[config.mk]
export PLATFORM = sky130hd
export DESIGN_NAME = cdc_import
export DESIGN_NICKNAME = d
export VERILOG_FILES = /design/src/source/wbm_spi_pkg.sv /design/src/source/cdc_import.sv
export SDC_FILE = /design/constraint.sdc
export NUM_CORES = 1
export LEC_CHECK = 0
export BUFFER_PORTS_ARGS = -buffer_cell sky130_fd_sc_hd__clkbuf_2
export CAP_MARGIN = 20
export CORE_AREA = 2 2 39 41
export CTS_CLUSTER_DIAMETER = 50
export DETAILED_ROUTE_END_ITERATION = 10
export DIE_AREA = 0 0 41 43
export SLEW_MARGIN = 20
export SYNTH_ARGS = -nofsm -noshare
export SYNTH_HDL_FRONTEND = slang
export SYNTH_SLANG_ARGS = --single-unit
export TNS_END_PERCENT = 20
[constraint.sdc]
create_clock -name wb_clk_i -period 1.4 [get_ports wb_clk_i]
set_input_delay 0 -clock wb_clk_i [delete_from_list [all_inputs] [get_ports wb_clk_i]]
set_output_delay 0 -clock wb_clk_i [all_outputs]
set_load 0.01 [all_outputs]
[src/source/wbm_spi_pkg.sv]
// SPI to Wishbone bridge shared definitions
// Bus widths, sequencer states, reply codes and slave memory timing
`default_nettype none

package wbm_spi_pkg;

	localparam int byte_w = 8;       // One SPI byte
	localparam int word_w = 32;      // Wishbone data
	localparam int adr_w = 16;       // Wishbone byte address
	localparam int sel_w = word_w / byte_w;

	// Slave memory, one word per address byte value
	localparam int mem_words = 256;
	localparam int stall_cycles = 1; // Stall held after a new strobe
	localparam int ack_cycles = 2;   // Accept to ack
	localparam int stall_cnt_w = $clog2(stall_cycles + 1);

	// Reply codes seen by the MCU
	localparam logic [byte_w-1:0] reply_wait = 8'h00; // Cycle still pending
	localparam logic [byte_w-1:0] reply_ack = 8'h01;  // Ack seen

	// Sequencer states, data bytes counted by a separate index
	typedef enum logic [2:0] {
		get_command,
		get_address,
		read_wait,
		read_data,
		write_data,
		write_wait
	} seq_state_t;

endpackage

`default_nettype wire
[src/source/cdc_import.sv]
// Receive crossing into wb_clk_i
// Synchronizes a req toggle, strobes the byte for one cycle and returns the ack
`timescale 1ns/1ps
`default_nettype none

module cdc_import import wbm_spi_pkg::*; (
	input  logic              wb_clk_i,
	input  logic              wb_rst_i,
	input  logic              req_i,   // Toggles once per byte
	input  logic [byte_w-1:0] data_i,  // Held stable around the toggle
	output logic              ack_o,
	output logic              stb_o,
	output logic [byte_w-1:0] data_o
);

	logic [1:0] req_sync; // Two-flop synchronizer

	// New toggle not yet acknowledged
	assign stb_o = req_sync[1] ^ ack_o;

	always_ff @(posedge wb_clk_i) begin
		if (wb_rst_i) begin
			req_sync <= 2'b00;
			ack_o <= 1'b0;
		end else begin
			req_sync <= {req_sync[0], req_i};
			if (stb_o)
				ack_o <= req_sync[1]; // Ends the strobe after one cycle
		end
	end

	// Sampled while idle, frozen during the strobe
	// Data settled two cycles before the toggle is seen
	always_ff @(posedge wb_clk_i) begin
		if (!stb_o)
			data_o <= data_i;
	end

endmodule

`default_nettype wire

-- Yosys cells after proc, flatten, opt, wreduce, memory -nomap -nowiden
Cells that the tools add are included.
- register bits after elaboration: 11
- input bits: 11
- output and inout bits: 10
- word-level logic and storage cells: 4
- bitwise logic cells: 1
- operator list (operator ; count):
    $xor A1 B1 Y1 ; 1

-- Logic depth before layout (Yosys ltp)
- depth after elaboration: 1
- mapped depth: 1
- depth with buffers taken out: 1

-- Least setup slack after synthesis
Ideal clock, no wire load.
- path type: register to register
- from: reg ack_o
- to: reg data_o[0], enable pin
- library setup time: 377 ps
- data required time: 1023 ps
- arrival time: 863 ps
- clock period less this slack: 1240 ps
- slack: 160 ps
- path buffers: 0
- cell stages (with the launch flop): 2
- path through: dfxtp_1 > xnor2_1
- word-level cells in the longest chain between the ends: 1
- ends and longest elaborated chain (what ; RTL line ; text):
    start, declared ; cdc_import.sv:11 ; output logic ack_o,
    start signal, assigned ; cdc_import.sv:28 ; ack_o <= req_sync[1];
    $xor A1 B1 Y1 ; cdc_import.sv:19 ; assign stb_o = req_sync[1] ^ ack_o;
    end signal, assigned ; cdc_import.sv:36 ; data_o <= data_i;
    end, declared ; cdc_import.sv:13 ; output logic [byte_w-1:0] data_o
Every way passes these cells.
A chain may end at the register's enable or synchronous reset.

-- Final worst setup path
- from: reg ack_o
- to: reg data_o[2], enable pin
The elaborated chain is that of the path after synthesis.

==> results.json <==
{
  "grt_pass1_wl_um": 972,
  "crit_chain": "xnor2_2",
  "die_w_um": 41,
  "reg2reg_slack_ps": 290,
  "placed_cells": 52,
  "cp-end-kind": "flip-flop",
  "h-tree-depth": 1,
  "min-delay-path-class": "flip-flop to flip-flop",
  "cp_max_fo": 8,
  "critPathRequiredTime_ps": 1310,
  "maxSlewHeadroom_pct": 70.3,
  "stdcell_count": 66,
  "mappedNetlistNets": 27,
  "grt_pass1_vias": 252,
  "cp_data_arrival_time_ps": 1020,
  "r2r_start": "ack_o$_SDFFE_PP0P_",
  "fmax_ghz": 0.902,
  "yosysMostFrequentCell": "edfxtp_1",
  "drtIter0Drc": 8,
  "fin_crit_sh_pct": 79.2,
  "num_io_pins": 21,
  "wl_um": 668,
  "layout-drive-gt1-share_pct": 48.0,
  "ant_nets": 0,
  "seq_area_frac_synth_pct": 89.2,
  "synth-edff-count": 8,
  "cts_setup_buffers": 0,
  "antenna_found_initial": 0,
  "fin_worst_skew_ps": 1.87,
  "synth-main-ff-cell": "edfxtp_1",
  "rsz0062_at_grt": "no",
  "synthesis.instances": 16,
  "rows": 14,
  "final_net_count": 62,
  "ctsLongestPathBuffers": 2,
  "tns_ps": 0,
  "syn_area_per_cell_sq_um": 21.0,
  "remaining_drc_errors": 0,
  "drv_cap": 0,
  "crit_start": "ack_o$_SDFFE_PP0P_",
  "cp_num_buf_inv": 0,
  "cts_tree": "done",
  "setup_viol": 0,
  "synth_area_sq_um": 337,
  "grt_max_degree": 9,
  "dieArea_sq_um": 1760,
  "yosys.area.top_type_share_pct": 71.4,
  "maxSlewViolCount": 0,
  "grt.overflow.total": 0,
  "min_from": "req_sync[0]$_SDFF_PP0_",
  "area_growth_pct": 75.5,
  "worst-setup-path-type": "flip-flop to flip-flop",
  "numCtsBuffers": 3,
  "vias_per_cell": 3.92,
  "synth.distinct_cells": 5,
  "grt.total_usage_pct": 9.18,
  "yosysTopAreaCell": "edfxtp_1",
  "diodes": 0,
  "outcome": "complete, no violations",
  "ys_ff_latch": 11,
  "cts.sinks": 11,
  "final_area_sq_um": 591,
  "placement.io_buffers": 20,
  "fp.coreArea_sq_um": 1380,
  "cp_slowest_stage_delay_ps": 410,
  "clk_pin_slew_ps": 60,
  "initial_core_util_pct": 24.3,
  "period_needed_ps": 1110,
  "max_slew.worst_pin.slew_ps": 443,
  "dr.pass1.iters": 4,
  "place_congestion": 0.584,
  "wire_per_inst_um": 10.1,
  "vdd_drop_max_uv": 504,
  "setup_ws_ps": 292,
  "async_flop_share_pct": 0,
  "p_per_area_nw_per_um2": 1120,
  "startpoint_type": "flip-flop",
  "finalPower_uw": 662,
  "worstSkewPairLatency_ps": 260,
  "placed_area_sq_um": 457,
  "ys_warn_count": 0,
  "leakage_uw": 0.000267,
  "synthTopCellsByCount": "8 x edfxtp_1, 3 x dfxtp_1, 3 x nor2b_1",
  "hold_viol_final": 0,
  "root_buffer": "clkbuf_4",
  "slowest_stage": "xnor2_2",
  "vias": 259,
  "cp_top_family": "XOR/XNOR gates",
  "dieHeight_um": 43,
  "dp_slack_ps": 42.7,
  "synthTopCellsByArea": "edfxtp_1 71%, dfxtp_1 18%, nor2b_1 5.6%"
}
## layout make-up
class | instances | area [sq um]
Fill cell | 131 | 793
Clock buffer | 4 | 26.3
Timing Repair Buffer | 30 | 200
Multi-Input combinational cell | 5 | 43.8
Sequential cell | 11 | 300
Tap cell | 16 | 20.0
## worst paths after layout
check                            to  cells past startpoint
min reg2reg  req_sync[1]$_SDFF_PP0_                      1
max reg2reg     data_o[2]$_DFFE_PN_                      1
min          req_sync[1]$_SDFF_PP0_                      1
max             data_o[2]$_DFFE_PN_                      1
## layout by cell type (no fill, tap or decap), drive strengths merged
master / netlist / layout
clkbuf: 0 / 24
dfxtp: 3 / 3
dlygate4sd3: 0 / 10
edfxtp: 8 / 8
nor2b: 3 / 3
xnor2: 1 / 1
xor2: 1 / 1
## metrics by stage
stage | hold WS [ps] | utilization [%]
floorplan | 71.6 | -
global placement | 180 | 33.0
detailed placement | 179 | 33.0
CTS | 444 | 42.1
global route | 441 | 42.7
finish | 447 | 42.7
## sequential cells by signal, summed over array words and instances (netlist names)
signal,count
ack_o,1
req_sync,2
data_o,8
## kinds of logic after synthesis
kind of cell	count (synthesis)	synth area share, %
and+or+nand+nor	3	5.58
xor gates and xnor gates	2	5.21
DFF	11	89.2
## where the power goes
group          total (uW)  internal, uW  switching (uW)  leakage [uW]
sequential            381           374            7.53      0.000107
combinational        77.0          45.2            31.8      0.000145
clock                 203           110            93.4     0.0000150
total                 662           529             133      0.000267
## routing by layer
| layer | vias up | track usage [%] | part of all wire [%] |
|---|---|---|---|
| met5 | - | 0 | 0 |
| met1 | 114 | 8.14 | 41 |
| li1 | 125 | - | - |
| met2 | 20 | 12.8 | 46 |
| met3 | 0 | 6.81 | 13 |
| met4 | 0 | 8.00 | 0 |
## what timing repair did
action                                  CTS  global route
endpoints found under the hold margin    11             0
hold buffers                             10             0
gates resized for setup                   0             1
endpoints found under the setup margin    0             8
No activity file was read; power rests on OpenSTA's default activity.
