===== src/source/wbm_spi_pkg.sv =====
// SPI to Wishbone bridge shared definitions
// Bus widths, sequencer states, reply codes and slave memory timing
`default_nettype none

package wbm_spi_pkg;

	localparam int byte_w = 8;       // One SPI byte
	localparam int word_w = 32;      // Wishbone data
	localparam int adr_w = 16;       // Wishbone byte address
	localparam int sel_w = word_w / byte_w;

	// Slave memory, one word per address byte value
	localparam int mem_words = 256;
	localparam int stall_cycles = 1; // Stall held after a new strobe
	localparam int ack_cycles = 2;   // Accept to ack
	localparam int stall_cnt_w = $clog2(stall_cycles + 1);

	// Reply codes seen by the MCU
	localparam logic [byte_w-1:0] reply_wait = 8'h00; // Cycle still pending
	localparam logic [byte_w-1:0] reply_ack = 8'h01;  // Ack seen

	// Sequencer states, data bytes counted by a separate index
	typedef enum logic [2:0] {
		get_command,
		get_address,
		read_wait,
		read_data,
		write_data,
		write_wait
	} seq_state_t;

endpackage

`default_nettype wire

===== src/source/spi_byte_tx.sv =====
// SPI transmit shifter, mode 0, MSB first
// Takes a reply byte over a req/ack toggle and shifts it out on SCK falling edges
`timescale 1ns/1ps
`default_nettype none

module spi_byte_tx import wbm_spi_pkg::*; (
	input  logic              spi_sck_i,
	input  logic              spi_csn_i,
	input  logic              tx_req_i,
	input  logic [byte_w-1:0] tx_data_i,
	output logic              tx_ack_o,
	output logic              spi_sdo_o
);

	logic [2:0] bit_cnt;         // Falling edges in the current byte
	logic [byte_w-1:0] shift_q;
	logic at_boundary;

	assign at_boundary = (bit_cnt == 3'(byte_w - 1));
	assign spi_sdo_o = shift_q[byte_w-1]; // Bit 7 valid as soon as CSn falls

	always_ff @(negedge spi_sck_i or posedge spi_csn_i) begin
		if (spi_csn_i) begin
			bit_cnt <= 3'd0;
			shift_q <= reply_wait; // Nothing queued yet
		end else begin
			bit_cnt <= bit_cnt + 3'd1;
			if (at_boundary) begin
				if (tx_req_i != tx_ack_o)
					shift_q <= tx_data_i; // Fresh reply
				else
					shift_q <= reply_wait;
			end else begin
				shift_q <= {shift_q[byte_w-2:0], 1'b0};
			end
		end
	end

	// Ack follows req at every boundary
	always_ff @(negedge spi_sck_i) begin
		if (!spi_csn_i && at_boundary)
			tx_ack_o <= tx_req_i;
	end

endmodule

`default_nettype wire


===== config.mk =====
export PLATFORM = sky130hd
export DESIGN_NAME = spi_byte_tx
export DESIGN_NICKNAME = d
export VERILOG_FILES = /design/src/source/wbm_spi_pkg.sv /design/src/source/spi_byte_tx.sv
export SDC_FILE = /design/constraint.sdc
export NUM_CORES = 1
export LEC_CHECK = 0
export BUFFER_PORTS_ARGS = -buffer_cell sky130_fd_sc_hd__buf_2
export CAP_MARGIN = 15
export CORE_MARGIN = 3
export CORE_UTILIZATION = 35
export CTS_CLUSTER_SIZE = 10
export DETAILED_ROUTE_END_ITERATION = 8
export HOLD_SLACK_MARGIN = 0.12
export PLACE_DENSITY = 0.65
export SETUP_SLACK_MARGIN = 0.15
export SLEW_MARGIN = 20
export SYNTH_ARGS = -nofsm -noshare
export SYNTH_HDL_FRONTEND = slang
export SYNTH_SLANG_ARGS = --single-unit

===== constraint.sdc =====
create_clock -name spi_sck_i -period 1.5 [get_ports spi_sck_i]
set_input_delay 0.375 -clock spi_sck_i [delete_from_list [all_inputs] [get_ports spi_sck_i]]
set_output_delay 0.375 -clock spi_sck_i [all_outputs]
set_load 0.005 [all_outputs]

== After elaboration in Yosys (flattened, before gate mapping) ==
Cells that the tools add are included.

* $add $sub $neg: 1
* Eq/ne operators: 2
* Muxes and demuxes: 2
* Reductions and logical operators: 2

{| class="wikitable"
|+ Operators with widths
! kind !! count
|-
| $mux W8 || 2
|-
| $add A3 B1 Y3 const B || 1
|-
| $eq A3 B3 Y1 const B || 1
|-
| $logic_and A1 B1 Y1 || 1
|-
| $logic_not A1 Y1 || 1
|-
| $ne A1 B1 Y1 || 1
|}

* Bits in registers: 12
* Bits of input ports: 11
* Output and inout bits: 2
* Logic and storage cells: 10

== Logic depth before layout (Yosys ltp) ==
* Depth in word-level cells: 3
* Mapped depth: 5
* Gate-level depth less buffers: 4

==> qor.txt <==
status: complete, but fails checks
failing checks: setup timing
post-synth top area share: 57.4%
yosys warns: 0
vias in the first global route: 354
area leader, netlist: dfrtn_1
PortBufs: 12
crit path buf inv count: 1
FF-to-FF Start: bit_cnt[0]
I/O pin count: 13
post-synthesis cell count: 43
Worst Hold Launch: bit_cnt[0]
total iterations of the first detailed-routing run: 2
Clock Latency Late Sink: 0.33 ns
CP Capture Type: output port
synthesis-to-finish area growth: 37.9%
CP max stage delay: 0.37 ns
Pwr per Cell Area: 916 nW/um^2
critical path class: flip-flop to output port
share of layout cells above drive strength 1: 39.3%
Hold-fix buffers, CTS: 0
reg2reg end: shift_q[2]
first-pass GRT wire length: 1470 um
slowest CP cell: edfxtp_1
DRC Markers: 0
# H-tree levels: 1
Placer Congestion: 0.684
fill count: 114
Post-Syn Nets: 56
clk buf depth: 2
# rows: 12
placed cell areas: 599 sq um
number of synthesized register bits: 12
launch point of the critical path: tx_ack_o
Placeable Area: 1190 sq um
worst slew pin tran: 0.322 ns
Die Wd: 43 um
die height: 43 um
Num Clock Sinks: 12
largest net degree at the start of global routing: 13
Worst Reg-to-Reg Cells: 5
setup bufs post-CTS: 0
Worst-path clk slew: 0.05 ns
Arrival @ worst endpoint: 1.59 ns
design area: 661 sq um
IR drop worst, VDD: 411 uV
post-route worst setup slack: -0.465 ns
Hold EP: bit_cnt[0]
CTS tree: done
Min-Delay Path Depth: 1
Synth area leaders: dfrtn_1, o22ai_1, inv_1
area occupied by multi-input gates: 169 sq um
Detailed Route WL: 858 um
Cell variety after synth: 10
crit path max fanout: 2
GRT Residual Overflow: 0
sequential-to-total area share from yosys stat: 63.7%
Mean Syn Cell Area: 11.1 sq um
switching power: 0.000138 W
max_cap viols: 0
Top delay family on crit path: flip-flops
Switching Share: 22.7%
fin. max-slew vios: 0
CP Cell Sequence: buf_2
reg-to-reg slack, setup: 0.19 ns
Layout Skew: 0.0560 ns
vias per cell: 4.44
worst path required time: 1.12 ns
Starting Density: 40.4%
# nets final: 75
Logic pwr share: 8.5%
Antenna Nets Post-Route: 0
CP Launch Type: flip-flop
clock power share: 35.1%
TNS Setup: -1.04 ns
clk root buf: clkbuf_4
area occupied by registers: 305 sq um
die area: 1850 sq um
initial antenna violation count: 0
Max transition margin: 78.5%
hold crit path type: flip-flop to flip-flop
final setup vio count: 9
Power Internal: 0.000467 W
RSZ-0062 raised after global routing: true
Global Route Usage Sum: 11.2%
drt initial violations: 2
Via Count: 333
DP Wirelength: 575 um
number of diodes: 0
Fin. Hold Viols: 0
sequential share of power: 56.4%
Pleak: 0.329 nW
Post-Syn Area: 479 sq um
total CTS buffers: 3
WL/cell: 11.4 um
-- cells by family (layout without fill, tap and decap cells) --
logic type | Yosys count | count (layout) | synth area share (%)
adder cells (fa/ha/maj) | 2 | 2 | 5.22
buffers and inverters | 11 | 29 | 10.2
AO/OA/AOI/OAI | 7 | 7 | 9.14
AND/OR/NAND/NOR | 10 | 10 | 8.36
XOR/XNOR | 1 | 1 | 3.40
flip-flops | 12 | 12 | 63.7
-- registers in the layout, indices dropped and copies added (netlist names) --
signal	count
shift_q	8
bit_cnt	3
tx_ack_o	1
-- layer usage --
layer | vias to the layer above | track usage [%] | share of wire [%]
met5 | - | 0 | 0
met4 | 0 | 7.23 | 1.6
met3 | 2 | 4.24 | 6.9
met2 | 11 | 18.3 | 46
met1 | 150 | 12.0 | 46
li1 | 170 | - | -
-- worst max-delay path by stage --
stage                             to  cells past startpoint
final                       tx_ack_o                      1
after CTS                   tx_ack_o                      1
after global routing        tx_ack_o                      1
after floorplan           shift_q[1]                      2
after global placement    shift_q[6]                      3
after detailed placement  shift_q[2]                      3
-- cells in the mapped netlist --
master / number
dfrtn_1: 11
inv_1: 10
nand2_1: 8
o22ai_1: 7
ha_1: 2
buf_6: 1
edfxtp_1: 1
nor2_1: 1
nor2b_1: 1
xnor2_2: 1
-- power groups by stage --
stage	clock, W	sequential, W	combinational [W]
after floorplan	0.00000826	0.000347	0.0000185
after global placement	0.00000826	0.000347	0.0000448
after detailed placement	0.00000826	0.000347	0.0000455
after CTS	0.000217	0.000342	0.0000481
after global routing	0.000240	0.000342	0.0000568
final	0.000212	0.000341	0.0000513
-- final cells by class --
| cell class | count | share of cell area [%] |
|---|---|---|
| inverter | 9 | 5.11 |
| clock buffer | 3 | 3.41 |
| timing repair buffer | 15 | 15.9 |
| sequential | 12 | 46.2 |
| tap | 14 | 2.65 |
| clock inverter | 2 | 1.14 |
| multi-input combinational | 20 | 25.6 |
-- timing repair --
action                     in CTS  in global routing
gates cloned                    0                  0
gates resized for setup         3                  4
setup endpoints to repair      10                 10
pin swaps                       3                  2
-- per-stage QoR --
stage | util (%) | power, W | hold WS [ns] | instances | setup slack, ns
2_1_floorplan | - | 0.000374 | 0.298 | 43 | -0.0861
3_3_place_gp | 50.5 | 0.000400 | 0.311 | 71 | -0.296
3_5_place_dp | 50.5 | 0.000401 | 0.314 | 71 | -0.338
4_1_cts | 53.6 | 0.000607 | 0.318 | 75 | -0.480
5_1_grt | 55.7 | 0.000638 | 0.340 | 75 | -0.525
6_report | 55.7 | 0.000605 | 0.311 | 75 | -0.465
-- placed cells by master (no fill, tap or decap) --
master and instances:
buf_8 1, o22ai_2 4, buf_2 11, nor2_1 1, xnor2_4 1, o22ai_1 3, buf_12 1, nor2b_4 1
buf_4 2, clkinv_1 1, inv_1 10, edfxtp_1 1, nand2_1 8, dfrtn_1 11, ha_1 2, clkbuf_4 3
(Power assumes the default switching activity.)
