<file path="src/source/wbm_spi_pkg.sv">
// SPI to Wishbone bridge shared definitions
// Bus widths, sequencer states, reply codes and slave memory timing
`default_nettype none

package wbm_spi_pkg;

	localparam int byte_w = 8;       // One SPI byte
	localparam int word_w = 32;      // Wishbone data
	localparam int adr_w = 16;       // Wishbone byte address
	localparam int sel_w = word_w / byte_w;

	// Slave memory, one word per address byte value
	localparam int mem_words = 256;
	localparam int stall_cycles = 1; // Stall held after a new strobe
	localparam int ack_cycles = 2;   // Accept to ack
	localparam int stall_cnt_w = $clog2(stall_cycles + 1);

	// Reply codes seen by the MCU
	localparam logic [byte_w-1:0] reply_wait = 8'h00; // Cycle still pending
	localparam logic [byte_w-1:0] reply_ack = 8'h01;  // Ack seen

	// Sequencer states, data bytes counted by a separate index
	typedef enum logic [2:0] {
		get_command,
		get_address,
		read_wait,
		read_data,
		write_data,
		write_wait
	} seq_state_t;

endpackage

`default_nettype wire
</file>
<file path="src/source/wbm_spi.sv">
// Command sequencer and pipelined Wishbone master
// Decodes command, address and write bytes, runs one bus cycle per command
// and queues one reply byte for every byte received
`timescale 1ns/1ps
`default_nettype none

module wbm_spi import wbm_spi_pkg::*; (
	input  logic              wb_clk_i,
	input  logic              wb_rst_i,
	input  logic              rx_stb_i,
	input  logic [byte_w-1:0] rx_data_i,
	output logic              tx_stb_o,
	output logic [byte_w-1:0] tx_data_o,
	output logic              wb_cyc_o,
	output logic              wb_stb_o,
	output logic              wb_we_o,
	output logic [sel_w-1:0]  wb_sel_o,
	output logic [adr_w-1:0]  wb_adr_o,
	output logic [word_w-1:0] wb_dat_o,
	input  logic [word_w-1:0] wb_dat_i,
	input  logic              wb_stall_i,
	input  logic              wb_ack_i
);

	seq_state_t state;
	logic [1:0] byte_idx;        // Data byte within the word
	logic [word_w-1:0] rd_word;  // Read data, shifted out MSB first

	// Sequencer and bus handshake
	always_ff @(posedge wb_clk_i) begin
		if (wb_rst_i) begin
			state <= get_command;
			byte_idx <= 2'd0;
			tx_stb_o <= 1'b0;
			wb_cyc_o <= 1'b0;
			wb_stb_o <= 1'b0;
		end else begin
			tx_stb_o <= rx_stb_i; // One reply per byte
			if (wb_stb_o && !wb_stall_i)
				wb_stb_o <= 1'b0; // Strobe accepted
			if (wb_ack_i)
				wb_cyc_o <= 1'b0;
			if (rx_stb_i) begin
				case (state)
				get_command: begin
					if (rx_data_i != '0) // 0x00 is idle filler
						state <= get_address;
				end
				get_address: begin
					byte_idx <= 2'd0;
					if (wb_we_o) begin
						state <= write_data; // Need the word first
					end else begin
						wb_cyc_o <= 1'b1;
						wb_stb_o <= 1'b1;
						state <= read_wait;
					end
				end
				write_data: begin
					byte_idx <= byte_idx + 2'd1;
					if (byte_idx == 2'd3) begin // Last byte in, launch
						wb_cyc_o <= 1'b1;
						wb_stb_o <= 1'b1;
						state <= write_wait;
					end
				end
				write_wait: begin
					if (!wb_cyc_o)
						state <= get_command;
				end
				read_wait: begin
					if (!wb_cyc_o) begin
						byte_idx <= 2'd0;
						state <= read_data;
					end
				end
				read_data: begin
					byte_idx <= byte_idx + 2'd1;
					if (byte_idx == 2'd3)
						state <= get_command;
				end
				default: state <= get_command;
				endcase
			end
		end
	end

	// Bus payload and reply bytes
	always_ff @(posedge wb_clk_i) begin
		if (wb_ack_i)
			rd_word <= wb_dat_i; // Only used after a read ack
		if (rx_stb_i) begin
			tx_data_o <= reply_wait;
			case (state)
			get_command: begin
				if (rx_data_i != '0) begin
					wb_we_o <= rx_data_i[byte_w-1];
					wb_sel_o <= rx_data_i[sel_w-1:0];
				end
			end
			get_address: wb_adr_o <= {{(adr_w - byte_w - 2){1'b0}}, rx_data_i, 2'b00};
			write_data: wb_dat_o <= {wb_dat_o[word_w-byte_w-1:0], rx_data_i}; // MSB first
			write_wait, read_wait: begin
				if (!wb_cyc_o)
					tx_data_o <= reply_ack;
			end
			read_data: begin
				tx_data_o <= rd_word[word_w-1 -: byte_w];
				rd_word <= rd_word << byte_w;
			end
			default: ;
			endcase
		end
	end

endmodule

`default_nettype wire

</file>
<file path="config.mk">
export PLATFORM = sky130hd
export DESIGN_NAME = wbm_spi
export DESIGN_NICKNAME = d
export VERILOG_FILES = /design/src/source/wbm_spi_pkg.sv /design/src/source/wbm_spi.sv
export SDC_FILE = /design/constraint.sdc
export NUM_CORES = 1
export LEC_CHECK = 0
export ABC_AREA = 0
export BUFFER_PORTS_ARGS = -buffer_cell sky130_fd_sc_hd__buf_2
export CORE_MARGIN = 5
export CORE_UTILIZATION = 50
export DETAILED_ROUTE_END_ITERATION = 8
export HOLD_SLACK_MARGIN = 0.08
export PLACE_DENSITY_LB_ADDON = 0.08
export SKIP_CTS_REPAIR_TIMING = 1
export SLEW_MARGIN = 20
export SYNTH_ARGS = -nofsm -noshare
export SYNTH_HDL_FRONTEND = slang
export SYNTH_SLANG_ARGS = --single-unit
</file>
<file path="constraint.sdc">
create_clock -name wb_clk_i -period 4.9 [get_ports wb_clk_i]
set_clock_uncertainty 0.2 [all_clocks]
set_input_delay 0.49 -clock wb_clk_i [delete_from_list [all_inputs] [get_ports wb_clk_i]]
set_output_delay 0.49 -clock wb_clk_i [all_outputs]
set_load 0.02 [all_outputs]
</file>
# --- Yosys cells after proc, flatten, opt, wreduce, memory -nomap -nowiden ---
# Index checks and enable logic that the tools add are counted.
totals:
  input_bits: 45
  regBits: 93
  elab_cells: 59
  output_inout_bits: 64
op_classes:
  n_reduce_logical: 12
  addsub: 1
  muxes: 24
  eq_ne: 11
ops:
  columns: ["op", "count"]
  rows:
  - ["32-bit two-way mux", 3]
  - ["3-bit two-way mux", 6]
  - ["3-bit case mux with 6 select lines", 1]
  - ["8-bit case mux with 2 select lines", 1]
  - ["2-bit != test, second input constant", 5]
  - ["1-bit two-way mux", 9]
  - ["8-bit nonzero test", 1]
  - ["3-bit by 2-bit == test with 1-bit output, second input constant", 2]
  - ["3-bit == test, second input constant", 2]
  - ["2-bit case mux with 3 select lines", 1]
  - ["3-bit AND reduction", 2]
  - ["6-bit AND reduction", 1]
  - ["1-bit case mux with 2 select lines", 2]
  - ["2-bit AND reduction", 2]
  - ["2-bit OR reduction", 2]
  - ["3-bit by 1-bit == test with 1-bit output, second input constant", 1]
  - ["3-bit logical NOT", 1]
  - ["3-bit nonzero test", 1]
  - ["2-bit by 1-bit adder with 2-bit output, second input constant", 1]
  - ["2-bit == test, second input constant", 1]
  - ["2-bit two-way mux", 1]
  - ["1-bit logical AND", 1]
  - ["1-bit logical NOT", 1]

# --- Logic depth before layout (Yosys ltp) ---
depth:
  word_depth: 6
  ltp_mapped: 6
  depth_no_buf: 5

# --- Worst setup path after synthesis ---
# No wires, ideal clock.
synth_path:
  path_kind: "register to register"
  start: "reg state[1]"
  end: "reg wb_dat_o[0] (enable)"
  setup_time_ps: 468
  n_path_buf: 1
  arrival_time_ps: 3043
  t_required_ps: 4232
  stages_incl_launch_ff: 4
  path_slack_ps: 1189
  period_less_slack_ps: 3711
  cell_sequence: "dfxtp_1 buf_2 nand2b_1 nor3b_1"
synth_via:
  elab_chain_len: 2
synth_rtl:
  columns: ["element", "line", "rtl"]
  rows:
  - ["from (decl)", "wbm_spi.sv:25", "seq_state_t state;"]
  - ["from (signal assigned)", "wbm_spi.sv:32", "state <= get_command;"]
  - ["from (signal assigned)", "wbm_spi.sv:47", "state <= get_address;"]
  - ["from (signal assigned)", "wbm_spi.sv:52", "state <= write_data;"]
  - ["3-bit == test", "wbm_spi.sv:94", "case (state)"]
  - ["2-bit AND reduction (no line)", null, null]
  - ["to (signal assigned)", "wbm_spi.sv:102", "write_data: wb_dat_o <= {wb_dat_o[word_w-byte_w-1:0], rx_data_i};"]
  - ["to (decl)", "wbm_spi.sv:19", "output logic [word_w-1:0] wb_dat_o,"]
# No other way between the ends.
# A chain may end at the register's enable or synchronous reset.

# --- Final worst setup path ---
layout_path:
  start: "reg state[2]"
  end: "reg wb_we_o (enable)"
layout_via:
  elab_chain_len: 2
layout_rtl:
  columns: ["element", "line", "rtl"]
  rows:
  - ["3-bit logical NOT", "wbm_spi.sv:94", null]
  - ["3-bit AND reduction (no line)", null, null]
  - ["to (signal assigned)", "wbm_spi.sv:97", "wb_we_o <= rx_data_i[byte_w-1];"]
  - ["to (decl)", "wbm_spi.sv:16", "output logic wb_we_o,"]
# No other way between the ends.

==> metrics <==
Max Cap Viol 0; Slew Limit Fails 0; fin nets 412; total CTS buffers 9; CTS HTree Levels 3; largest net degree at the start of global routing 57; final WL 6459 um; wire length per cell 13.83 um; slew of the pin with the lowest slew margin 1.068 ns; met2 WL post-DR 3009 um; Net Sw Frac 0.2487; DR vias/cell 4.797; Synth top area share 0.4528; Fin Setup TNS 0 ns; Synth Cell Area 0.003515 sq mm; critical path fanouts, max 16; Clock Path Buffers 2; Die Wd 93.84 um; Detailed Place HPWL 4514 um; post-route design area 0.004218 sq mm; clk sinks 93; unrepaired setup endpoints after global routing false; minimum hold slack 0.1422 ns; first-pass GRT wire length 10,430 um; ys async rst share 0; Clk pwr share 0.310; min Tclk post-route 2.148 ns; diode count 0; DR pass1 iterations 4; PwrDens 375.4 mW/mm^2; synthesis-stage register bit count 93; CTS clk-pin slew, worst paths 0.09 ns; PortBufs 100; Ys Warns 0; Starting DRT DRC Count 114; DR WL met3 436 um; sequential share of the synthesized area 0.6807; DRC 0; critical path class reg2reg; CP required 4.67 ns; ANT nets after route 0; Clock Tree Root clkbuf_8; Worst EP arrival 1.92 ns; CTS tree yes; sequential power share 0.582; number of synthesized flops with an enable pin 53; gr usage total 0.1530; Distinct cells, synth 35; Comb pwr share 0.109; relative slew slack 0.2781; crit end category register; core area 0.006832 sq mm; Placed Cells 451; vias in the first global route 2,107; share of cells above drive strength 1 0.3288; die area 0.008806 sq mm; chip height 93.84 um; fin util 0.6174; Setup-failing EPs final 0; dominant cells by area after synthesis edfxtp_1 (45%), dfxtp_1 (23%), mux2i_1 (9.4%), nand2_1 (3.2%), o21ai_1 (3.1%); Mean Syn Cell Area 13.02 sq um; Max Clock Freq 465.5 MHz; Gate Count Post-Synth 270; Clock Latency Late Sink 0.35 ns; Leakage 0.001761 uW; Yosys top cell by area edfxtp_1; Most used DFF post-synth edfxtp_1; Top Ports 109; initial antenna violation count 0; Area Overhead vs Synth 20.01%; crit share post-route 0.4384; Psw 393.8 uW; Initial Util 0.5145; crit start category register; Final Hold Vio Count 0; Int Power 1189 uW; VDD IR max 197.5 uV; Placed Area 0.004029 sq mm; grt ovf 0; Metal-1 WL 2912 um; via count 2,240; worst hold path class in2reg; non-filler cells, final 467; Cell Rows 30; uppermost layer routed met4; final RePlAce weighted congestion 0.7333; run status finished clean
metal layers:
metal  GRT usage  vias up
met5           0        -
li1            -     1138
met2      0.2330       75
met3     0.03926        9
met4     0.07220        0
met1      0.2040     1018
worst paths after layout:
check	slack, ns	cells past startpoint	from	endpoint
max	2.75	2	state[2]	wb_we_o
min	0.14	1	rx_data_i[4]	wb_adr_o[6]
max reg2reg	2.75	2	state[2]	wb_we_o
min reg2reg	0.25	0	wb_dat_o[8]	wb_dat_o[16]
cell type report:
type / instances / area, sq um
Clock buffer: 9 / 123.9
Clock inverter: 7 / 65.06
Fill cell: 592 / 2614
Inverter: 3 / 11.26
Multi-Input combinational cell: 158 / 997.2
Sequential cell: 93 / 2392
Tap cell: 96 / 120.1
Timing Repair Buffer: 101 / 508.0
cells in the mapped netlist (2+ instances only):
master	count
a21oi_1	6
a2bb2oi_1	2
and2_1	7
buf_2	6
buf_4	14
clkbuf_1	3
dfxtp_1	40
edfxtp_1	53
inv_1	2
mux2i_1	33
nand2_1	30
nand2b_1	8
nor2_1	12
nor2b_1	4
nor4_1	2
o2111ai_1	2
o21ai_0	4
o21ai_1	22
o22ai_1	2
or2_2	2
or3b_1	2
logic make-up (layout without fill, tap and decap cells):
| group | Yosys count | in the layout | synth area share |
|---|---|---|---|
| simple gates | 75 | 75 | 0.1089 |
| fa+ha+maj | 1 | 1 | 0.003559 |
| flops | 93 | 93 | 0.6807 |
| other cells | 1 | 8 | 0.001067 |
| buf+inv | 26 | 120 | 0.04486 |
| compound gates | 40 | 40 | 0.06373 |
| mux | 34 | 34 | 0.09719 |
state kept, by name (all words and copies together), names as in the netlist:
name / flops
wb_we_o: 1
wb_adr_o: 8
tx_stb_o: 1
rd_word: 32
wb_sel_o: 4
byte_idx: 2
wb_dat_o: 32
wb_cyc_o: 1
wb_stb_o: 1
state: 3
tx_data_o: 8
stage by stage:
stage          setup WS [ns]  power, uW
2_1_floorplan          1.189       1055
3_3_place_gp           2.502       1108
3_5_place_dp           2.429       1112
4_1_cts                2.721       1600
5_1_grt                2.619       1664
6_report               2.752       1583
worst max-delay path, stage by stage, from the launching register on:
cell and delay (ns):
dfxtp_1 0.46, nor2b_1 0.19, nor4bb_1 0.93
cell usage in the layout (no fill, tap or decap), drive strengths merged, types with 4 or more instances in the layout:
cell type and n:
dfxtp 40, o21ai 26, clkbuf 9, edfxtp 53
buf 101, nor2b 4, a21oi 6, clkinv 4
nand2 30, conb 8, mux2i 33, nand2b 8
nor2 12, and2 7, inv 4
power by group through the flow:
stage	Sequential, uW	Clock [uW]	Combinational (uW)
after floorplan	953	0	102
after global placement	937	0	170
after detailed placement	938	0	174
after CTS	921	505	174
after global routing	930	544	190
final	921	491	172
Note: power is estimated with default switching activity, not from simulation.
