File: config.mk
export PLATFORM = sky130hd
export DESIGN_NAME = cdc_export
export DESIGN_NICKNAME = d
export VERILOG_FILES = /design/src/source/wbm_spi_pkg.sv /design/src/source/cdc_export.sv
export SDC_FILE = /design/constraint.sdc
export NUM_CORES = 1
export LEC_CHECK = 0
export BUFFER_PORTS_ARGS = -buffer_cell sky130_fd_sc_hd__buf_4
export CAP_MARGIN = 25
export CORE_AREA = 8 8 45 47
export DETAILED_ROUTE_END_ITERATION = 6
export DIE_AREA = 0 0 53 55
export PLACE_DENSITY = 0.58
export SLEW_MARGIN = 10
export SYNTH_ARGS = -nofsm -noshare
export SYNTH_HDL_FRONTEND = slang
export SYNTH_SLANG_ARGS = --single-unit
File: constraint.sdc
create_clock -name wb_clk_i -period 0.8 [get_ports wb_clk_i]
set_clock_uncertainty 0.15 [all_clocks]
set_input_delay 0.16 -clock wb_clk_i [delete_from_list [all_inputs] [get_ports wb_clk_i]]
set_output_delay 0.16 -clock wb_clk_i [all_outputs]
set_load 0.1 [all_outputs]
File: src/source/wbm_spi_pkg.sv
// SPI to Wishbone bridge shared definitions
// Bus widths, sequencer states, reply codes and slave memory timing
`default_nettype none

package wbm_spi_pkg;

	localparam int byte_w = 8;       // One SPI byte
	localparam int word_w = 32;      // Wishbone data
	localparam int adr_w = 16;       // Wishbone byte address
	localparam int sel_w = word_w / byte_w;

	// Slave memory, one word per address byte value
	localparam int mem_words = 256;
	localparam int stall_cycles = 1; // Stall held after a new strobe
	localparam int ack_cycles = 2;   // Accept to ack
	localparam int stall_cnt_w = $clog2(stall_cycles + 1);

	// Reply codes seen by the MCU
	localparam logic [byte_w-1:0] reply_wait = 8'h00; // Cycle still pending
	localparam logic [byte_w-1:0] reply_ack = 8'h01;  // Ack seen

	// Sequencer states, data bytes counted by a separate index
	typedef enum logic [2:0] {
		get_command,
		get_address,
		read_wait,
		read_data,
		write_data,
		write_wait
	} seq_state_t;

endpackage

`default_nettype wire
File: src/source/cdc_export.sv
// Transmit crossing out of wb_clk_i
// Holds a strobed byte and toggles req for the SPI side, tracks the returned ack
`timescale 1ns/1ps
`default_nettype none

module cdc_export import wbm_spi_pkg::*; (
	input  logic              wb_clk_i,
	input  logic              wb_rst_i,
	input  logic              stb_i,
	input  logic [byte_w-1:0] data_i,
	input  logic              ack_i,   // From the SPI clock domain
	output logic              req_o,
	output logic [byte_w-1:0] data_o,
	output logic              ready_o
);

	logic [1:0] ack_sync;

	// Low while a toggle is outstanding
	assign ready_o = (ack_sync[1] == req_o);

	always_ff @(posedge wb_clk_i) begin
		if (wb_rst_i) begin
			req_o <= 1'b0;
			ack_sync <= 2'b00;
		end else begin
			ack_sync <= {ack_sync[0], ack_i};
			if (stb_i)
				req_o <= ~req_o; // Same edge as the data
		end
	end

	always_ff @(posedge wb_clk_i) begin
		if (stb_i)
			data_o <= data_i;
	end

endmodule

`default_nettype wire

Word level (Yosys, flattened, before mapping)
Index checks and enable logic that the tools add are counted.

Logic and storage cells: 5. RAM bits: 0. Register bits: 11. ROM bits: 0. Latch bits: 0. Memories kept: 0. Output and inout bits: 10.

Bitwise logic cells: 1. Muxes and demuxes: 0. Shifts and indexed selects: 0. $lt $le $gt $ge: 0. Div/mod/pow operators: 0. Reduce and logical (&&, ||, !) cells: 0. Equal/unequal tests: 1. Multiply operators: 0. Add/subtract/negate cells: 0.

Operator list (count): $eq A1 B1 Y1 (1); $not A1 Y1 (1).

Longest topological paths before layout
Gate-level depths: netlist of run 1.

Depth in word-level cells: 1. Gate-level depth with buffers: 2. Gate-level depth less buffers: 2.

Worst setup path before layout of run 1
OpenSTA, ideal clock, no wires.

Path type: register to output. Start point: reg req_o. End point: out ready_o. Data arrival time: 2.403 ns. Cell stages (with the launch flop): 2. Data required time: 0.490 ns. Path buffers: 0. Slack: -1.913 ns. Cells stage by stage: dfxtp_1 xnor2_1.

Longest elaborated chain between the ends: 1.

Ends and longest elaborated chain: start: declaration (line cdc_export.sv:12) `output logic req_o,`; start signal: assignment (line cdc_export.sv:29) `req_o <= ~req_o;`; $eq A1 B1 Y1 (line cdc_export.sv:20) `assign ready_o = (ack_sync[1] == req_o);`; end: declaration (line cdc_export.sv:14) `output logic ready_o`.

Every way passes these cells.

Worst setup path in the final report of run 1
Start point: reg ack_sync[1]. End point: out ready_o.

Longest elaborated chain between the ends: 1.

Ends and longest elaborated chain: start: declaration (line cdc_export.sv:17) `logic [1:0] ack_sync;`; start signal: assignment (line cdc_export.sv:27) `ack_sync <= {ack_sync[0], ack_i};`; $eq A1 B1 Y1 (line cdc_export.sv:20).

Every way passes these cells.

==> results of run 1 <==
==> state kept, by name, indices dropped and copies added, names as in the netlist <==
signal	count
ack_sync	2
data_o	8
req_o	1
==> final cells by class <==
class	instances	area [um^2]
Tap cell	16	20.0
Sequential cell	11	305
Timing Repair Buffer	23	235
Fill cell	126	737
Clock buffer	4	26.3
Multi-Input combinational cell	5	60.1
==> kinds of logic (layout without fill, tap and decap cells) <==
logic type | after synthesis | in the layout | synth area share
DFF | 11 | 11 | 0.899
xor gates and xnor gates | 2 | 2 | 0.0524
and+or+nand+nor | 3 | 3 | 0.0487
buffers and inverters | 0 | 27 | 0
==> metrics by stage <==
stage          utilization  TNS (ns)  cell area, um^2  instances
2_1_floorplan            -     -4.15              357         16
3_3_place_gp         0.386     -1.28              534         53
3_5_place_dp         0.386     -1.37              534         53
4_1_cts              0.467     -4.12              647         59
5_1_grt              0.467     -4.27              647         59
6_report             0.467     -3.91              647         59
==> worst paths after layout <==
check | slack [ns] | depth (start not counted) | endpoint
max | -0.50 | 2 | ready_o
min | -0.09 | 2 | req_o$_SDFFE_PP0P_
max reg2reg | -0.21 | 4 | req_o$_SDFFE_PP0P_
min reg2reg | 0.30 | 1 | ack_sync[1]$_SDFF_PP0_
==> Yosys cell counts <==
library cell  instances
nor2_1                1
edfxtp_1              8
dfxtp_1               3
nor2b_1               2
xnor2_1               2
==> power groups by stage <==
| stage | Sequential, mW | Combinational [mW] | Clock [mW] |
|---|---|---|---|
| after CTS | 0.686 | 0.575 | 0.384 |
| final | 0.685 | 0.572 | 0.358 |
| after global placement | 0.691 | 0.479 | 0 |
| after detailed placement | 0.694 | 0.483 | 0 |
| after floorplan | 0.969 | 0.0816 | 0 |
| after global routing | 0.689 | 0.591 | 0.397 |
==> per-layer routing <==
layer | vias to the layer above | share of wire
met3 | 0 | 0.16
met1 | 98 | 0.39
met5 | - | 0
met2 | 19 | 0.45
li1 | 110 | -
met4 | 0 | 0
==> what timing repair did <==
action | 4_1_cts | 5_1_grt
gates resized for setup | 18 | 1
setup buffers | 2 | 1
endpoints found under the setup margin | 11 | 11
pin swaps | 2 | 1
hold endpoints to repair | 11 | 11
==> flow_metrics.py, run 1 <==
metrics = {
    "outcome": {
        "status": "finished, violations left",
        "violations": "negative hold slack, negative setup slack",
    },
    "floorplan": {
        "rows": 14,
        "die_height_um": 55,
        "start_util": 0.241,
        "die_w_um": 53,
        "die-area_mm2": 0.00292,
        "num_io_pins": 22,
        "coreArea_mm2": 0.00138,
    },
    "worst_setup_path": {
        "crit_start": "ack_sync[1]$_SDFF_PP0_",
        "slowest_delay_ns": 0.34,
        "path_cells": "xnor2_4 -> buf_12",
        "cp-start-kind": "flop",
        "arrival_ns": 0.99,
        "cp-end-kind": "output port",
        "crit_buf_inv": 1,
        "path_class": "flop to output port",
        "critical-path-slowest-cell": "dfxtp_2",
        "path_delay_family": "flip-flops",
        "critPathRequiredTime_ns": 0.49,
        "r2r_start": "req_o$_SDFFE_PP0P_",
        "crit_fanout": 1,
    },
    "detailed_routing": {
        "drt_first_pass_iters": 1,
        "drtIter0Drc": 0,
        "routed_wl_um": 836,
        "ant_nets": 0,
        "wire_per_inst_um": 14.2,
        "viasPerCell": 3.85,
        "routed-via-count": 227,
        "route.detailed.drc": 0,
    },
    "synth": {
        "ys_types": 5,
        "synth-seq-area-share": 0.899,
        "syn-cell-area_um2": 334,
        "synth_top_area_share": 0.719,
        "avgSynthCellArea_um2": 20.9,
        "syn_inst": 16,
        "synth_warnings": 0,
        "ys_top_cells_by_area": "edfxtp_1 72%, dfxtp_1 18%, xnor2_1 5.2%, nor2b_1 3.7%, nor2_1 1.1%",
        "synth.net_count": 28,
        "synth_area_leader_cell": "edfxtp_1",
        "ys_ff_latch": 11,
    },
    "job": {
        "drv_cap": 0,
    },
    "grt": {
        "grt.total_usage": 0.0591,
        "use_met2": 0.0859,
        "grt_pass1_vias": 244,
        "grt_max_degree": 10,
        "antenna_found_initial": 0,
        "grt_pass1_wl_mm": 1.12,
        "use_met3": 0.0348,
        "grt.met1_usage": 0.0597,
        "top_usage_layer": "met2",
        "grt-ovfl-total": 0,
    },
    "min_path": {
        "hp-class": "input pin to flop",
        "holdCritStartpoint": "wb_rst_i",
    },
    "clock_tree": {
        "cts_buffers": 3,
        "clk_pin_slew_ns": 0.06,
        "cts_buffer_depth": 2,
        "worstSkewPairLatency_ns": 0.26,
        "cts_tree": "done",
        "h-tree-depth": 1,
        "cts_sinks": 11,
        "cts_root_buf": "clkbuf_4",
    },
    "power_and_ir_drop": {
        "p_seq_frac": 0.424,
        "p_switching_mw": 0.576,
        "swShare": 0.357,
        "fin_total_pwr_mw": 1.62,
        "clockPowerShare": 0.222,
        "powerDensity_mw_per_mm2": 2500,
        "peakVddDrop_uv": 1090,
        "p_int_mw": 1.04,
        "leakagePower_nw": 0.270,
        "p_comb_frac": 0.354,
    },
    "sta": {
        "max_slew_margin": 0.864,
        "setup_violations": 11,
        "hold_viol": 11,
        "finalCritPeriodShare": 1.62,
        "fin_ws_ns": -0.498,
        "maxSlewViolCount": 0,
        "timing.fmax_mhz": 770,
        "whs_ns": -0.0897,
        "period_minus_slack_ns": 1.30,
        "tightest_slew_ns": 0.205,
        "rsz0062_at_grt": "true",
    },
    "finish": {
        "n_antenna_cell": 0,
        "fin_nets": 56,
        "drive_above_1_share": 0.698,
        "areaGrowthSynthToFinish_pct": 93.6,
        "final_common_cell": "buf_4",
        "most-common-layout-cells": "11 x buf_4, 10 x buf_6, 8 x edfxtp_1",
    },
    "place": {
        "post-dp-hpwl_um": 670,
        "numPortBuffers": 21,
        "place_congestion": 0.802,
        "dp_slack_ns": -0.337,
    },
}
No activity file was read; power rests on OpenSTA's default activity.
==> inputs of run 2 (changes only) <==
--- a/config.mk
+++ b/config.mk
@@ -7,9 +7,9 @@
 export LEC_CHECK = 0
 export BUFFER_PORTS_ARGS = -buffer_cell sky130_fd_sc_hd__buf_4
 export CAP_MARGIN = 25
-export CORE_AREA = 8 8 45 47
+export CORE_AREA = 10 10 47 49
 export DETAILED_ROUTE_END_ITERATION = 6
-export DIE_AREA = 0 0 53 55
+export DIE_AREA = 0 0 57 59
 export PLACE_DENSITY = 0.58
 export SLEW_MARGIN = 10
 export SYNTH_ARGS = -nofsm -noshare
==> run 2 against run 1 <==
Net effect: critical endpoint unchanged; fmax up 0.92%; the run still ends with negative hold slack, negative setup slack left; wire length down 4.1%; setup slack better by 0.012 ns.
==> flow_metrics.py, run 2 (same netlist as run 1, synthesis figures left out) <==
metrics = {
    "outcome": {
        "status": "finished, violations left",
        "violations": "negative hold slack, negative setup slack",
    },
    "finish": {
        "top_regs": "data_o: 8 flops, ack_sync: 2 flops, req_o: 1 flops",
        "regArea_um2": 305,
        "top_register": "data_o",
        "areaGrowthSynthToFinish_pct": 88.0,
        "n_antenna_cell": 0,
        "largest_reg_flops": 8,
        "multi_input_area_um2": 52.6,
        "drive_above_1_share": 0.667,
        "most-common-layout-cells": "11 x buf_4, 9 x buf_6, 8 x edfxtp_1",
        "final_common_cell": "buf_4",
        "fillerInstances": 138,
        "fin_nets": 55,
    },
    "worst_setup_path": {
        "regToRegSetupSlack_ns": -0.03,
        "path_cells": "xnor2_4 -> buf_12",
        "reg2reg_to": "req_o$_SDFFE_PP0P_",
        "arrival_ns": 0.98,
        "cp-start-kind": "flop",
        "ff2ff_path_depth": 2,
        "crit_start": "ack_sync[1]$_SDFF_PP0_",
        "cp-end-kind": "output port",
        "path_class": "flop to output port",
        "crit_end": "ready_o",
        "r2r_start": "req_o$_SDFFE_PP0P_",
        "critPathRequiredTime_ns": 0.49,
        "slowest_delay_ns": 0.35,
        "crit_fanout": 1,
        "critical-path-slowest-cell": "dfxtp_2",
    },
    "power_and_ir_drop": {
        "fin_total_pwr_mw": 1.59,
        "p_seq_frac": 0.432,
        "swShare": 0.356,
        "powerDensity_mw_per_mm2": 2530,
        "p_switching_mw": 0.566,
        "clockPowerShare": 0.223,
        "p_int_mw": 1.02,
        "peakVddDrop_uv": 921,
        "leakagePower_nw": 0.259,
        "p_comb_frac": 0.344,
    },
    "floorplan": {
        "num_io_pins": 22,
        "rows": 14,
        "die_w_um": 57,
        "coreArea_mm2": 0.00140,
        "die-area_mm2": 0.00336,
        "start_util": 0.238,
        "die_height_um": 59,
    },
    "clock_tree": {
        "cts_sinks": 11,
        "clk_pin_slew_ns": 0.06,
        "worstSkewPairLatency_ns": 0.25,
        "cts_tree": "done",
        "h-tree-depth": 1,
        "cts_buffer_depth": 2,
        "cts_buffers": 3,
        "cts_root_buf": "clkbuf_4",
    },
    "detailed_routing": {
        "wire_per_inst_um": 13.8,
        "viasPerCell": 3.81,
        "routed-via-count": 221,
        "drt_first_pass_iters": 2,
        "ant_nets": 0,
        "drtIter0Drc": 2,
        "routed_wl_um": 802,
        "route.detailed.drc": 0,
    },
    "place": {
        "numPortBuffers": 21,
        "place_congestion": 0.689,
        "dp_slack_ns": -0.343,
    },
    "sta": {
        "tightest_slew_ns": 0.205,
        "whs_ns": -0.0866,
        "fin_ws_ns": -0.486,
        "timing.fmax_mhz": 777,
        "hold_viol": 11,
        "max_slew_margin": 0.864,
        "setup_violations": 11,
        "finalCritPeriodShare": 1.61,
        "setup_tns_ns": -3.69,
        "maxSlewViolCount": 0,
        "rsz0062_at_grt": "true",
        "period_minus_slack_ns": 1.29,
    },
    "grt": {
        "grt_pass1_wl_mm": 1.30,
        "grt.total_usage": 0.0526,
        "antenna_found_initial": 0,
        "grt_pass1_vias": 267,
        "grt_max_degree": 10,
        "grt-ovfl-total": 0,
    },
    "min_path": {
        "hp-class": "input pin to flop",
        "hold_path_depth": 2,
    },
    "job": {
        "drv_cap": 0,
    },
}
-- run 2: changes by cell type in the layout (fill, tap and decap cells not counted) --
cell     before  now
xnor2_2       1    0
buf_6        10    9
xnor2_1       0    1
-- run 2: worst min-delay path by stage --
stage,startpoint,end,slack (ns)
final,wb_rst_i,req_o$_SDFFE_PP0P_,-0.09
after global routing,data_i[7],data_o[7]$_DFFE_PP_,-0.09
after CTS,wb_rst_i,req_o$_SDFFE_PP0P_,-0.09
after detailed placement,wb_rst_i,req_o$_SDFFE_PP0P_,0.18
after global placement,wb_rst_i,req_o$_SDFFE_PP0P_,0.17
after floorplan,wb_rst_i,req_o$_SDFFE_PP0P_,0.07
-- run 2: power groups by stage --
stage	clock [mW]	sequential (mW)	combinational, mW
6_report	0.355	0.688	0.548
5_1_grt	0.414	0.693	0.565
4_1_cts	0.373	0.688	0.549
3_5_place_dp	0	0.694	0.481
3_3_place_gp	0	0.691	0.480
2_1_floorplan	0	0.969	0.0816
-- run 2: cell type report --
cell class	count	share of cell area
tap	16	0.0319
timing repair buffer	22	0.357
multi-input combinational	5	0.0837
clock buffer	4	0.0418
sequential	11	0.486
-- run 2: stage by stage --
step	std cells	util	cell area (um^2)
global route	58	0.448	628
floorplan	16	-	357
detailed placement	53	0.381	534
global placement	53	0.381	534
CTS	58	0.446	624
finish	58	0.448	628
-- run 2: what timing repair did --
| item | 4_1_cts | 5_1_grt |
|---|---|---|
| endpoints found under the hold margin | 11 | 11 |
| gates resized for setup | 15 | 1 |
| endpoints found under the setup margin | 11 | 11 |
| buffers inserted | 1 | 0 |
-- run 2: critical path: cells and delay by family, from the launching register on --
| kind | cells | cell delay [ns] |
|---|---|---|
| buffers and inverters | 1 | 0.19 |
| DFF | 1 | 0.35 |
| xor gates and xnor gates | 1 | 0.18 |
-- run 2: metal layers --
layer  wire [um]  global-route usage  up-vias
li1            -                   -      108
met1         330              0.0518       94
met2         321              0.0698       19
met3         150              0.0451        0
met4           0              0.0403        0
met5           0                   0        -
